--- src/sd_cmd_macros.svh ---
`ifndef SD_CMD_MACROS_SVH
`define SD_CMD_MACROS_SVH

// bits in one command or response frame on the CMD line
// start, transmission, index, argument, crc7 and end bit
`define SD_FRAME_BITS 48

// crc7 generator x^7 + x^3 + 1, top bit implied
`define SD_CRC7_POLY 7'h09

// byte address width of the AXI4-Lite register window
`define SD_AXIL_ADDR_W 5

`endif

--- src/sd_cmd_pkg.sv ---
`default_nettype none
`include "sd_cmd_macros.svh"

package sd_cmd_pkg;

	typedef enum logic [`SD_AXIL_ADDR_W-1:0] {
		REG_ARG      = 'h00,
		REG_CMD      = 'h04,
		REG_TIMEOUT  = 'h08,
		REG_STATUS   = 'h0C,
		REG_RESPONSE = 'h10
	} sd_reg_addr_e;

	typedef enum logic [1:0] {
		RES_OK,
		RES_TIMEOUT,
		RES_CRC_ERR,
		RES_INDEX_ERR
	} sd_result_e;

	typedef enum logic [1:0] {
		ST_IDLE,
		ST_SEND,
		ST_WAIT_RESP,
		ST_FINISH
	} sd_cmd_state_e;

	typedef struct packed {
		logic [5:0]  index;
		logic [31:0] argument;
		logic        expect_resp;
		logic [31:0] timeout_cycles;
	} sd_cmd_req_t;

	// frame body without framing bits and crc
	typedef struct packed {
		logic [5:0]  index;
		logic [31:0] payload;
	} sd_frame_t;

	typedef struct packed {
		sd_result_e  code;
		logic [31:0] response;
	} sd_cmd_result_t;

endpackage

`default_nettype wire

--- src/sd_cmd_controller.sv ---
`timescale 1ns/100ps
`default_nettype none

module sd_cmd_controller (
	input  wire logic                       clock,
	input  wire logic                       reset,
	input  wire sd_cmd_pkg::sd_cmd_req_t    cmd_req,
	input  wire logic                       cmd_req_valid,
	output logic                            cmd_req_ready,
	output sd_cmd_pkg::sd_frame_t           tx_frame,
	output logic                            tx_valid,
	input  wire logic                       tx_ready,
	input  wire logic                       tx_done,
	output logic                            rx_enable,
	input  wire logic                       rx_start,
	input  wire logic                       rx_valid,
	input  wire sd_cmd_pkg::sd_frame_t      rx_frame,
	input  wire logic                       rx_crc_ok,
	output sd_cmd_pkg::sd_cmd_result_t      result,
	output logic                            result_valid
);
	import sd_cmd_pkg::*;

	sd_cmd_state_e  state;
	sd_cmd_req_t    req_q;
	logic [31:0]    wait_cnt;
	logic           resp_seen;
	sd_result_e     rx_code;
	logic           finish_now;
	sd_cmd_result_t finish_result;

	assign cmd_req_ready = (state == ST_IDLE);
	assign rx_enable     = (state == ST_WAIT_RESP);
	assign tx_frame      = '{index: req_q.index, payload: req_q.argument};

	// crc failure outranks a wrong index
	always_comb
	begin
		if (!rx_crc_ok)
			rx_code = RES_CRC_ERR;
		else if (rx_frame.index != req_q.index)
			rx_code = RES_INDEX_ERR;
		else
			rx_code = RES_OK;
	end

	always_comb
	begin
		finish_now    = 1'b0;
		finish_result = '{code: RES_OK, response: 32'd0};
		case (state)
			ST_SEND:
				finish_now = tx_done && !req_q.expect_resp;
			ST_WAIT_RESP:
			begin
				if (rx_valid)
				begin
					finish_now         = 1'b1;
					finish_result.code = rx_code;
					if (rx_code == RES_OK)
						finish_result.response = rx_frame.payload;
				end
				else if (!resp_seen && !rx_start && wait_cnt >= req_q.timeout_cycles)
				begin
					finish_now         = 1'b1;
					finish_result.code = RES_TIMEOUT;
				end
			end
			default:
				finish_now = 1'b0;
		endcase
	end

	always_ff @(posedge clock)
	begin
		if (reset)
		begin
			state        <= ST_IDLE;
			tx_valid     <= 1'b0;
			result_valid <= 1'b0;
			resp_seen    <= 1'b0;
			wait_cnt     <= 32'd0;
		end
		else
		begin
			result_valid <= finish_now;
			case (state)
				ST_IDLE:
				begin
					if (cmd_req_valid)
					begin
						state    <= ST_SEND;
						tx_valid <= 1'b1;
					end
				end
				ST_SEND:
				begin
					if (tx_ready)
						tx_valid <= 1'b0;
					if (finish_now)
						state <= ST_FINISH;
					else if (tx_done)
					begin
						state     <= ST_WAIT_RESP;
						wait_cnt  <= 32'd0;
						resp_seen <= 1'b0;
					end
				end
				ST_WAIT_RESP:
				begin
					if (finish_now)
						state <= ST_FINISH;
					else if (rx_start)
						resp_seen <= 1'b1;
					else if (!resp_seen)
						wait_cnt <= wait_cnt + 32'd1;
				end
				// result_valid is high for this one cycle
				ST_FINISH:
					state <= ST_IDLE;
				default:
					state <= ST_IDLE;
			endcase
		end
	end

	always_ff @(posedge clock)
	begin
		if (cmd_req_valid && cmd_req_ready)
			req_q <= cmd_req;
		if (finish_now)
			result <= finish_result;
	end

	result_pulse: assert property (@(posedge clock) disable iff (reset)
		result_valid |=> !result_valid);

	// a transfer hands the request just taken to the transceiver
	req_starts_send: assert property (@(posedge clock) disable iff (reset)
		cmd_req_valid && cmd_req_ready |=> state == ST_SEND && tx_valid
			&& tx_frame.index == $past(cmd_req.index)
			&& tx_frame.payload == $past(cmd_req.argument));

endmodule

`default_nettype wire

--- src/sd_cmd_host.sv ---
`timescale 1ns/100ps
`default_nettype none
`include "sd_cmd_macros.svh"

module sd_cmd_host (
	input  wire logic                       clock,
	input  wire logic                       reset,
	input  wire logic [`SD_AXIL_ADDR_W-1:0] s_awaddr,
	input  wire logic                       s_awvalid,
	output logic                            s_awready,
	input  wire logic [31:0]                s_wdata,
	input  wire logic [3:0]                 s_wstrb,
	input  wire logic                       s_wvalid,
	output logic                            s_wready,
	output logic [1:0]                      s_bresp,
	output logic                            s_bvalid,
	input  wire logic                       s_bready,
	input  wire logic [`SD_AXIL_ADDR_W-1:0] s_araddr,
	input  wire logic                       s_arvalid,
	output logic                            s_arready,
	output logic [31:0]                     s_rdata,
	output logic [1:0]                      s_rresp,
	output logic                            s_rvalid,
	input  wire logic                       s_rready,
	output logic                            cmd_out,
	output logic                            cmd_oe,
	input  wire logic                       cmd_in
);
	import sd_cmd_pkg::*;

	sd_cmd_req_t    cmd_req;
	logic           cmd_req_valid;
	logic           cmd_req_ready;
	sd_cmd_result_t result;
	logic           result_valid;
	sd_frame_t      tx_frame;
	logic           tx_valid;
	logic           tx_ready;
	logic           tx_done;
	logic           rx_enable;
	logic           rx_start;
	logic           rx_valid;
	sd_frame_t      rx_frame;
	logic           rx_crc_ok;

	sd_cmd_regs u_regs (
		.clock,
		.reset,
		.s_awaddr,
		.s_awvalid,
		.s_awready,
		.s_wdata,
		.s_wstrb,
		.s_wvalid,
		.s_wready,
		.s_bresp,
		.s_bvalid,
		.s_bready,
		.s_araddr,
		.s_arvalid,
		.s_arready,
		.s_rdata,
		.s_rresp,
		.s_rvalid,
		.s_rready,
		.cmd_req,
		.cmd_req_valid,
		.cmd_req_ready,
		.result,
		.result_valid
	);

	sd_cmd_controller u_controller (
		.clock,
		.reset,
		.cmd_req,
		.cmd_req_valid,
		.cmd_req_ready,
		.tx_frame,
		.tx_valid,
		.tx_ready,
		.tx_done,
		.rx_enable,
		.rx_start,
		.rx_valid,
		.rx_frame,
		.rx_crc_ok,
		.result,
		.result_valid
	);

	sd_cmd_phy u_phy (
		.clock,
		.reset,
		.tx_frame,
		.tx_valid,
		.tx_ready,
		.tx_done,
		.rx_enable,
		.rx_start,
		.rx_valid,
		.rx_frame,
		.rx_crc_ok,
		.cmd_out,
		.cmd_oe,
		.cmd_in
	);

endmodule

`default_nettype wire

--- src/sd_cmd_phy.sv ---
`timescale 1ns/100ps
`default_nettype none
`include "sd_cmd_macros.svh"

module sd_cmd_phy (
	input  wire logic                  clock,
	input  wire logic                  reset,
	input  wire sd_cmd_pkg::sd_frame_t tx_frame,
	input  wire logic                  tx_valid,
	output logic                       tx_ready,
	output logic                       tx_done,
	input  wire logic                  rx_enable,
	output logic                       rx_start,
	output logic                       rx_valid,
	output sd_cmd_pkg::sd_frame_t      rx_frame,
	output logic                       rx_crc_ok,
	output logic                       cmd_out,
	output logic                       cmd_oe,
	input  wire logic                  cmd_in
);
	// crc covers everything ahead of the crc field and end bit
	localparam int         CRC_BITS = `SD_FRAME_BITS - 8;
	localparam logic [5:0] CRC_LAST = 6'(CRC_BITS - 1);
	localparam logic [5:0] LAST_BIT = 6'(`SD_FRAME_BITS - 1);

	logic [`SD_FRAME_BITS-1:0] tx_shift;
	logic [5:0]                tx_cnt;
	logic [6:0]                tx_crc;
	logic [6:0]                tx_crc_next;
	logic                      tx_active;
	logic [`SD_FRAME_BITS-1:0] rx_shift;
	logic [`SD_FRAME_BITS-1:0] rx_word;
	logic [5:0]                rx_cnt;
	logic [6:0]                rx_crc;
	logic                      rx_busy;

	function automatic logic [6:0] crc7_step(input logic [6:0] crc, input logic bit_in);
		logic feedback;
		feedback = bit_in ^ crc[6];
		return {crc[5:0], 1'b0} ^ (feedback ? `SD_CRC7_POLY : 7'd0);
	endfunction

	assign tx_ready    = !tx_active;
	assign cmd_oe      = tx_active;
	assign cmd_out     = tx_active ? tx_shift[`SD_FRAME_BITS-1] : 1'b1;
	assign tx_crc_next = crc7_step(tx_crc, tx_shift[`SD_FRAME_BITS-1]);

	always_ff @(posedge clock)
	begin
		if (reset)
		begin
			tx_active <= 1'b0;
			tx_done   <= 1'b0;
		end
		else
		begin
			tx_done <= 1'b0;
			if (tx_valid && tx_ready)
				tx_active <= 1'b1;
			else if (tx_active && tx_cnt == LAST_BIT)
			begin
				tx_active <= 1'b0;
				tx_done   <= 1'b1;
			end
		end
	end

	// msb first, crc and end bit replace the tail after bit 39
	always_ff @(posedge clock)
	begin
		if (tx_valid && tx_ready)
		begin
			tx_shift <= {2'b01, tx_frame, 8'h00};
			tx_cnt   <= 6'd0;
			tx_crc   <= 7'd0;
		end
		else if (tx_active)
		begin
			tx_cnt <= tx_cnt + 6'd1;
			tx_crc <= tx_crc_next;
			if (tx_cnt == CRC_LAST)
				tx_shift <= {tx_crc_next, 1'b1, {CRC_BITS{1'b0}}};
			else
				tx_shift <= tx_shift << 1;
		end
	end

	// the last 48 samples of the line, newest in bit 0
	assign rx_word = {rx_shift[`SD_FRAME_BITS-2:0], cmd_in};

	always_ff @(posedge clock)
	begin
		if (reset)
		begin
			rx_busy  <= 1'b0;
			rx_start <= 1'b0;
			rx_valid <= 1'b0;
		end
		else
		begin
			rx_start <= 1'b0;
			rx_valid <= 1'b0;
			if (!rx_enable)
				rx_busy <= 1'b0;
			else if (!rx_busy)
			begin
				if (!cmd_in)
				begin
					rx_busy  <= 1'b1;
					rx_start <= 1'b1;
				end
			end
			else if (rx_cnt == LAST_BIT)
			begin
				rx_busy  <= 1'b0;
				rx_valid <= 1'b1;
			end
		end
	end

	always_ff @(posedge clock)
	begin
		rx_shift <= rx_word;
		if (!rx_busy)
		begin
			rx_cnt <= 6'd1;
			rx_crc <= crc7_step(7'd0, cmd_in);
		end
		else
		begin
			rx_cnt <= rx_cnt + 6'd1;
			if (rx_cnt <= CRC_LAST)
				rx_crc <= crc7_step(rx_crc, cmd_in);
		end
		if (rx_busy && rx_cnt == LAST_BIT)
		begin
			rx_frame  <= rx_word[`SD_FRAME_BITS-3:8];
			rx_crc_ok <= (rx_crc == rx_word[7:1]);
		end
	end

	// the sequencer only opens the receiver once the frame is out
	no_tx_rx_overlap: assert property (@(posedge clock) disable iff (reset)
		!(cmd_oe && (rx_busy || rx_start || rx_valid)));

endmodule

`default_nettype wire

--- src/sd_cmd_regs.sv ---
`timescale 1ns/100ps
`default_nettype none
`include "sd_cmd_macros.svh"

module sd_cmd_regs (
	input  wire logic                       clock,
	input  wire logic                       reset,
	input  wire logic [`SD_AXIL_ADDR_W-1:0] s_awaddr,
	input  wire logic                       s_awvalid,
	output logic                            s_awready,
	input  wire logic [31:0]                s_wdata,
	input  wire logic [3:0]                 s_wstrb,
	input  wire logic                       s_wvalid,
	output logic                            s_wready,
	output logic [1:0]                      s_bresp,
	output logic                            s_bvalid,
	input  wire logic                       s_bready,
	input  wire logic [`SD_AXIL_ADDR_W-1:0] s_araddr,
	input  wire logic                       s_arvalid,
	output logic                            s_arready,
	output logic [31:0]                     s_rdata,
	output logic [1:0]                      s_rresp,
	output logic                            s_rvalid,
	input  wire logic                       s_rready,
	output sd_cmd_pkg::sd_cmd_req_t         cmd_req,
	output logic                            cmd_req_valid,
	input  wire logic                       cmd_req_ready,
	input  wire sd_cmd_pkg::sd_cmd_result_t result,
	input  wire logic                       result_valid
);
	import sd_cmd_pkg::*;

	localparam logic [1:0] RESP_OKAY   = 2'b00;
	localparam logic [1:0] RESP_SLVERR = 2'b10;

	logic                       aw_got;
	logic                       w_got;
	logic [`SD_AXIL_ADDR_W-1:0] aw_addr_q;
	logic [31:0]                w_data_q;
	logic [3:0]                 w_strb_q;
	logic                       wr_go;
	logic                       wr_err;
	logic [`SD_AXIL_ADDR_W-1:0] wr_addr;
	logic [31:0]                wr_data;
	logic [3:0]                 wr_strb;
	logic [31:0]                rd_data;
	logic                       rd_err;
	logic [31:0]                arg_q;
	logic [31:0]                timeout_q;
	logic                       busy_q;
	logic                       done_q;
	sd_cmd_result_t             result_q;
	logic                       cmd_blocked;
	logic                       cmd_launch;

	function automatic logic [31:0] apply_strb(input logic [31:0] old_val,
			input logic [31:0] new_val, input logic [3:0] strb);
		logic [31:0] merged;
		merged = old_val;
		for (int i = 0; i < 4; i++)
		begin
			if (strb[i])
				merged[8*i +: 8] = new_val[8*i +: 8];
		end
		return merged;
	endfunction

	// address and data may come in either order, held until both are in
	assign s_awready = !aw_got && !s_bvalid;
	assign s_wready  = !w_got && !s_bvalid;
	assign wr_go     = (aw_got || s_awvalid) && (w_got || s_wvalid) && !s_bvalid;
	assign wr_addr   = aw_got ? aw_addr_q : s_awaddr;
	assign wr_data   = w_got ? w_data_q : s_wdata;
	assign wr_strb   = w_got ? w_strb_q : s_wstrb;

	// a pending request counts as busy for a second launch
	assign cmd_blocked = busy_q || cmd_req_valid;
	assign cmd_launch  = wr_go && !wr_err && (sd_reg_addr_e'(wr_addr) == REG_CMD);

	always_comb
	begin
		case (sd_reg_addr_e'(wr_addr))
			REG_ARG, REG_TIMEOUT: wr_err = 1'b0;
			REG_CMD:              wr_err = cmd_blocked;
			default:              wr_err = 1'b1;
		endcase
	end

	always_comb
	begin
		rd_data = 32'd0;
		rd_err  = 1'b0;
		case (sd_reg_addr_e'(s_araddr))
			REG_ARG:      rd_data = arg_q;
			REG_CMD:      rd_data = 32'd0;
			REG_TIMEOUT:  rd_data = timeout_q;
			REG_STATUS:   rd_data = {28'd0, result_q.code, done_q, cmd_blocked};
			REG_RESPONSE: rd_data = result_q.response;
			default:      rd_err = 1'b1;
		endcase
	end

	always_ff @(posedge clock)
	begin
		if (reset)
		begin
			aw_got   <= 1'b0;
			w_got    <= 1'b0;
			s_bvalid <= 1'b0;
			s_bresp  <= RESP_OKAY;
		end
		else if (wr_go)
		begin
			aw_got   <= 1'b0;
			w_got    <= 1'b0;
			s_bvalid <= 1'b1;
			s_bresp  <= wr_err ? RESP_SLVERR : RESP_OKAY;
		end
		else
		begin
			if (s_awvalid && s_awready)
				aw_got <= 1'b1;
			if (s_wvalid && s_wready)
				w_got <= 1'b1;
			if (s_bvalid && s_bready)
				s_bvalid <= 1'b0;
		end
	end

	always_ff @(posedge clock)
	begin
		if (s_awvalid && s_awready)
			aw_addr_q <= s_awaddr;
		if (s_wvalid && s_wready)
		begin
			w_data_q <= s_wdata;
			w_strb_q <= s_wstrb;
		end
		// snapshot of the programmed registers for the sequencer
		if (cmd_launch)
		begin
			cmd_req.index          <= wr_data[5:0];
			cmd_req.expect_resp    <= wr_data[8];
			cmd_req.argument       <= arg_q;
			cmd_req.timeout_cycles <= timeout_q;
		end
		if (s_arvalid && s_arready)
			s_rdata <= rd_data;
	end

	always_ff @(posedge clock)
	begin
		if (reset)
		begin
			arg_q         <= 32'd0;
			timeout_q     <= 32'd0;
			cmd_req_valid <= 1'b0;
		end
		else
		begin
			if (wr_go && !wr_err && sd_reg_addr_e'(wr_addr) == REG_ARG)
				arg_q <= apply_strb(arg_q, wr_data, wr_strb);
			if (wr_go && !wr_err && sd_reg_addr_e'(wr_addr) == REG_TIMEOUT)
				timeout_q <= apply_strb(timeout_q, wr_data, wr_strb);
			if (cmd_launch)
				cmd_req_valid <= 1'b1;
			else if (cmd_req_ready)
				cmd_req_valid <= 1'b0;
		end
	end

	// done and result clear on the next transfer
	always_ff @(posedge clock)
	begin
		if (reset)
		begin
			busy_q   <= 1'b0;
			done_q   <= 1'b0;
			result_q <= '{code: RES_OK, response: 32'd0};
		end
		else if (cmd_req_valid && cmd_req_ready)
		begin
			busy_q   <= 1'b1;
			done_q   <= 1'b0;
			result_q <= '{code: RES_OK, response: 32'd0};
		end
		else if (result_valid)
		begin
			busy_q   <= 1'b0;
			done_q   <= 1'b1;
			result_q <= result;
		end
	end

	always_ff @(posedge clock)
	begin
		if (reset)
		begin
			s_rvalid <= 1'b0;
			s_rresp  <= RESP_OKAY;
		end
		else if (s_arvalid && s_arready)
		begin
			s_rvalid <= 1'b1;
			s_rresp  <= rd_err ? RESP_SLVERR : RESP_OKAY;
		end
		else if (s_rready)
			s_rvalid <= 1'b0;
	end

	assign s_arready = !s_rvalid;

	bvalid_held: assert property (@(posedge clock) disable iff (reset)
		s_bvalid && !s_bready |=> s_bvalid && $stable(s_bresp));

	rvalid_held: assert property (@(posedge clock) disable iff (reset)
		s_rvalid && !s_rready |=> s_rvalid && $stable(s_rdata));

endmodule

`default_nettype wire

--- config.mk ---
export PLATFORM = sky130hd
export DESIGN_NAME = sd_cmd_host
export DESIGN_NICKNAME = d
export VERILOG_FILES = /design/src/sd_cmd_pkg.sv /design/src/sd_cmd_controller.sv /design/src/sd_cmd_host.sv /design/src/sd_cmd_phy.sv /design/src/sd_cmd_regs.sv
export VERILOG_INCLUDE_DIRS = /design/src
export SDC_FILE = /design/constraint.sdc
export NUM_CORES = 1
export LEC_CHECK = 0
export BUFFER_PORTS_ARGS = -buffer_cell sky130_fd_sc_hd__buf_4
export CORE_MARGIN = 5
export CORE_UTILIZATION = 65
export CTS_CLUSTER_DIAMETER = 120
export DETAILED_ROUTE_END_ITERATION = 10
export PLACE_DENSITY = 0.84
export SETUP_SLACK_MARGIN = 0.02
export SYNTH_ARGS = -nofsm -noshare
export SYNTH_HDL_FRONTEND = slang
export SYNTH_SLANG_ARGS = --single-unit
--- constraint.sdc ---
create_clock -name clock -period 10 [get_ports clock]
set_input_delay 2.5 -clock clock [delete_from_list [all_inputs] [get_ports clock]]
set_output_delay 2.5 -clock clock [all_outputs]
set_load 0.1 [all_outputs]
Yosys cells after proc, flatten, opt, wreduce, memory -nomap -nowiden
Cells that the tools add are included.
Word-level totals
  word-level logic and storage cells: 210
  flip-flop bits (word level): 558
Cells by class
  reduce and logical (&&, ||, !) cells: 64
  equal/unequal tests: 25
  $lt $le $gt $ge: 2
  bitwise logic cells: 6
  muxes and demuxes: 57
  $add $sub $neg: 3
Operator list (count)
  32-bit 2-to-1 mux: 6
  32-bit case mux with 4 select lines: 1
  46-bit 2-to-1 mux: 2
  32-bit case mux with 2 select lines: 1
  48-bit 2-to-1 mux: 1
  32-bit by 1-bit adder with 32-bit output (second input constant): 1
  32-bit >= comparator: 1
  1-bit 2-to-1 mux: 25
  1-bit logical AND: 19
  6-bit == test (second input constant): 3
  2-bit 2-to-1 mux: 9
  2-bit inequality test (second input constant): 9
  4-bit 2-to-1 mux: 4
  2-bit AND reduction: 8
  2-bit nonzero test: 8
  5-bit by 4-bit == test with 1-bit output (second input constant): 3
  7-bit 2-to-1 mux: 2
  7-bit XOR: 2
  6-bit by 1-bit adder with 6-bit output (second input constant): 2
  5-bit by 3-bit == test with 1-bit output (second input constant): 2
  5-bit logical NOT: 2
  2-bit OR reduction: 5
  1-bit logical NOT: 9
  3-bit AND reduction: 3
  19 further kinds: 29

Depth between registers and ports, before layout
  depth in word-level cells: 8
  gate-level depth with buffers: 13

Modules after synthesis
From an unflattened synthesis, not the netlist that was laid out.
Second synthesis, totals
  cells, all modules: 1678
  area, all modules: 21996.1 µm²
Modules (own cells, without submodules)
  sd_cmd_regs: seq. area each 6466.2 µm², cells each 716, instances 1, area each 10095.9 µm²
  sd_cmd_controller: seq. area each 3893.7 µm², cells each 566, instances 1, area each 6666.4 µm²
  sd_cmd_phy: seq. area each 3943.8 µm², cells each 396, instances 1, area each 5233.8 µm²

Worst setup path before layout
Ideal clock, no wire load.
  path kind: input to register
  start: input port s_wvalid
  end: register, netlist name u_regs.cmd_req[0]
  slack: 4866 ps
  data arrival time: 4696 ps
  cell stages on the path: 4
  library setup time: 438 ps
  path buffers: 0
  cell sequence: o22ai_1 -> nor2_1 -> o21a_1 -> and3_1
Between the ends
  word-level cells in the longest chain between the ends: 5
Ends and longest elaborated chain
  start, declared: line sd_cmd_host.sv:13  | input wire logic s_wvalid,
  1-bit logical OR: line sd_cmd_regs.sv:71  | assign wr_go = (aw_got || s_awvalid) && (w_got || s_wvalid) && !s_bvalid;
  1-bit logical AND (2 in series): line sd_cmd_regs.sv:71
  1-bit logical AND (2 in series): line sd_cmd_regs.sv:78  | assign cmd_launch = wr_go && !wr_err && (sd_reg_addr_e'(wr_addr) == REG_CMD);
  net u_regs.cmd_launch: line sd_cmd_regs.sv:54  | logic cmd_launch;
The timed path passes the listed nets, and every way through them passes these cells.
A chain may end at the register's enable or synchronous reset.

Final worst setup path
  start: input port s_wvalid
  end: register u_regs.timeout_q[2]
Between the ends
  word-level cells in the longest chain between the ends: 6
Ends and longest elaborated chain
  1-bit logical OR: line sd_cmd_regs.sv:71
  1-bit logical AND (2 in series): line sd_cmd_regs.sv:71
  1-bit logical AND (2 in series): line sd_cmd_regs.sv:163  | if (wr_go && !wr_err && sd_reg_addr_e'(wr_addr) == REG_TIMEOUT)
  2-bit AND reduction (no line)
  end signal, assigned: line sd_cmd_regs.sv:164  | timeout_q <= apply_strb(timeout_q, wr_data, wr_strb);
  end, declared: line sd_cmd_regs.sv:49  | logic [31:0] timeout_q;
Every way passes these cells.

==> summary.md <==
| Metric | Value |
|---|---|
| Outcome | `finished, final reports clean` |
| Die Height | `around 190 um` |
| Count of final hold-check violations | `0` |
| Reg-to-reg critical path startpoint | `u_controller.state[0]$_SDFFE_PP0P_` |
| Share of layout cells above drive strength 1 | `15.2%` |
| Post-detail-place hpwl | `between 20 and 30 mm` |
| WHS | `approximately 0.35 ns` |
| FF-to-FF End | `u_controller.state[0]$_SDFFE_PP0P_` |
| Most area-consuming cells after synthesis | `edfxtp_1 (48%), dfxtp_1 (21%), mux2i_1 (6.9%), nand2_1 (2.9%), nor2_1 (2.4%)` |
| Power Density | `211 nW/um^2` |
| Internal power | `0.00380 W` |
| Class of the most critical setup path | `primary input to flip-flop` |
| Clock share of power | `40.2%` |
| Drt drc | `0` |
| Buffers on Ports | `94` |
| Post-DR vias/cell | `6.05` |
| Clock sinks | `~550` |
| Vias in the first global route | `13100` |
| Worst Setup Start Kind | `primary input` |
| Hold_buf cts | `0` |
| GRT overflow | `0` |
| Final Cell Area | `23800 um^2` |
| Largest net degree at the start of global routing | `74` |
| Max clock buf depth | `3` |
| Hold path start | `u_phy.rx_shift[15]$_DFF_P_` |
| Die width | `190 um` |
| Worst slew pin tran | `1.15 ns` |
| Worst hold path type | `flip-flop to flip-flop` |
| Synthesized flop and latch total | `about 550` |
| Routed WL per cell | `21.2 um` |
| Overall Global Routing Usage | `25.1%` |
| GR Util met3 | `3.30%` |
| Cell Area, Placed | `22000 um^2` |
| Synth Area per Inst | `13.0 um^2` |
| Routability cong. | `0.884` |
| Area grow syn2layout | `13.3%` |
| Ys flop type | `edfxtp_1` |
| Clock latency at the later pin of the worst-skew pair | `0.58 ns` |
| Yosys cell types | `66` |
| Most frequent cell after synthesis | `edfxtp_1` |
| Critical path endpoint category | `flip-flop` |
| Max Clock Skew | `0.0228 ns` |
| Combinational Power Share | `8.9%` |
| Synth cell count leaders | `edfxtp_1 (333), dfxtp_1 (215), nand2_1 (160)` |
| PostCTS Resize Cnt | `0` |
| Rows | `65` |
| Fill count | `1886` |
| Synthesized cell area | `21000 um^2` |
| Initial drt markers | `1217` |
| Antenna Nets Post-Route | `0` |
| RSZ-0062 raised after global routing | `no` |
| Total CTS buffers | `52` |
| Postcts setup bufs | `0` |
| Core area | `31700 um^2` |
| Fin. max-slew vios | `0` |
| Post-layout min period | `4.47 ns` |
| Net Sw Power | `0.00121 W` |
| R2r setup slk | `6.25 ns` |
| Die area | `36000 um^2` |
| Relative max-transition margin | `23.0%` |
| Leak | `roughly 8.8 nW` |
| Hold Crit Endpoint | `u_phy.rx_shift[16]$_DFF_P_` |
| Top Usage Layer GRT | `met2` |
| Number of synthesized flops with an enable pin | `333` |
| Final setup viols | `0` |
| H-tree level count | `2` |
| Antenna violations before repair | `0` |
| Sw Share | `24.1%` |
| Number of antenna repair diodes | `0` |
| CTS tree | `built` |
| Tot Pwr | `0.00500 W` |
| CP required | `10.44 ns` |
| Worst vdd ir | `about 0.00019 V` |
| Root buffer cell | `clkbuf_16` |
| Sum Neg Setup Slack | `0 ns` |
| Worst-path fanout max | `8` |
| Met2 Track Usage GR | `41.7%` |
| Total number of vias | `13000` |
| Leading area contributor after synthesis | `edfxtp_1` |
| Syn Inst Count | `roughly 1600` |
| Global-route met1 utilization | `35.3%` |
| Initial Utilization | `66.1%` |
| Yosys warnings | `0` |
| Ports | `97` |
| Top-area cell type share of the netlist area | `between 40% and 50%` |
| Crit share post-route | `44.7%` |
| WP data arrival | `4.90 ns` |
| Fmax | `about 220 MHz` |
| Seq pwr share | `50.8%` |
| First-pass GRT wire length | `71.8 mm` |
| Post-synthesis async set-or-reset flop share | `0%` |
| Final layout net count | `1791` |
| Placed Cells | `2046` |
| MaxCap Viol Count | `0` |
| Reg clk slew, reported paths | `0.06 ns` |
| Cell Count, Final, Fillers Out | `between 2000 and 2500` |
| FF-to-FF path depth | `12` |
| Drt pass-1 iters | `6` |
| Final wirelength | `between 40 and 50 mm` |
| WHS Path Cells | `0` |
| Sequential fraction of the synthesis area | `68.2%` |
[per-stage QoR]
step           worst slack, ns  util [%]
6_report                  5.53      74.9
5_1_grt                   5.42      74.9
4_1_cts                   5.51      74.9
3_5_place_dp              4.98      69.3
3_3_place_gp              5.16      69.3
2_1_floorplan             4.87         -
[critical path, stage by stage]
cell,delay [ns]
buf_4,0.09
o22ai_1,0.08
nor2_1,0.32
o21a_1,0.26
nor2b_1,0.72
nand2_1,0.53
mux2i_1,0.32
nor2_1,0.08
[cells by family (layout without fill, tap and decap cells)]
logic type	after synthesis	after routing	synth area share [%]
adders and majority gates	39	39	2.33
xor gates and xnor gates	25	25	1.04
buffers and inverters	124	255	2.54
other	1	2	0.0179
DFF	548	548	68.2
muxes	181	181	8.86
AOI/OAI and AO/OA	186	186	5.17
and+or+nand+nor	506	506	11.8
[state kept, by name, summed over array words and instances (netlist names), 2 cells and up]
register,cells
u_regs.cmd_req,71
u_phy.rx_shift,45
u_phy.rx_crc,7
u_regs.arg_q,32
u_controller.tx_frame,38
u_phy.rx_cnt,6
u_controller.result,34
u_controller.req_q,33
u_regs.s_rdata,32
u_phy.tx_cnt,6
u_regs.result_q,34
u_controller.state,2
u_regs.w_data_q,32
u_controller.wait_cnt,32
u_phy.rx_frame,38
u_regs.aw_addr_q,5
u_regs.timeout_q,32
u_regs.w_strb_q,4
u_phy.tx_shift,40
u_phy.tx_crc,7
[worst max path at each step]
stage	startpoint	to	slack [ns]	depth (start not counted)
6_report	s_wvalid	u_regs.timeout_q[2]$_SDFFE_PP0P_	5.53	8
5_1_grt	s_wvalid	u_regs.timeout_q[2]$_SDFFE_PP0P_	5.42	8
4_1_cts	s_wvalid	u_regs.timeout_q[2]$_SDFFE_PP0P_	5.51	8
3_5_place_dp	s_wvalid	u_regs.timeout_q[2]$_SDFFE_PP0P_	4.98	8
3_3_place_gp	s_wvalid	u_regs.timeout_q[31]$_SDFFE_PP0P_	5.16	8
2_1_floorplan	s_wvalid	u_regs.cmd_req[0]$_DFFE_PP_	4.87	4
[cell usage in the layout, fill, tap and decap left out, types with 6 or more instances in the layout]
| cell | netlist | layout |
|---|---|---|
| a21oi_1 | 42 | 41 |
| a22o_1 | 8 | 8 |
| a31oi_1 | 20 | 20 |
| and2_1 | 46 | 44 |
| and3_1 | 7 | 6 |
| buf_4 | 4 | 110 |
| clkbuf_1 | 56 | 16 |
| clkbuf_16 | 0 | 54 |
| clkbuf_8 | 1 | 10 |
| clkinv_2 | 0 | 10 |
| dfxtp_1 | 215 | 213 |
| edfxtp_1 | 333 | 333 |
| ha_1 | 39 | 39 |
| inv_1 | 46 | 46 |
| mux2_2 | 36 | 36 |
| mux2i_1 | 145 | 145 |
| nand2_1 | 160 | 160 |
| nand2b_1 | 9 | 9 |
| nand3_1 | 45 | 45 |
| nand3b_1 | 6 | 6 |
| nand4_1 | 12 | 12 |
| nor2_1 | 132 | 131 |
| nor2b_1 | 11 | 8 |
| nor3_1 | 19 | 18 |
| nor4_1 | 6 | 6 |
| o211ai_1 | 7 | 7 |
| o21ai_0 | 83 | 83 |
| or2_2 | 6 | 6 |
| or4_1 | 19 | 19 |
| xnor2_1 | 14 | 14 |
| xor2_1 | 11 | 11 |
[power by group through the flow]
stage / Sequential, W / Clock, W / Combinational (W)
CTS: 0.00254 / 0.00203 / 0.000445
detailed placement: 0.00259 / 0 / 0.000434
global placement: 0.00258 / 0 / 0.000417
finish: 0.00254 / 0.00201 / 0.000447
global route: 0.00255 / 0.00214 / 0.000479
floorplan: 0.00263 / 0 / 0.000276
[layout make-up]
cell class | instances | area (um^2) | area share, %
Sequential cell | 548 | 14300 | 60.2
Clock inverter | 18 | 221 | 0.932
Inverter | 47 | 176 | 0.743
Clock buffer | 80 | 1550 | 6.52
Timing Repair Buffer | 110 | 826 | 3.48
Tap cell | 402 | 503 | 2.12
Multi-Input combinational cell | 939 | 6170 | 26.0
[metal layers]
metal	share of wire [%]	wire length, um	up-vias
met5	0	0	-
met4	3.0	1370	0
met3	7.0	3200	100
met2	49	22200	531
met1	41	18800	6381
li1	-	-	5963
(Power assumes the default switching activity.)
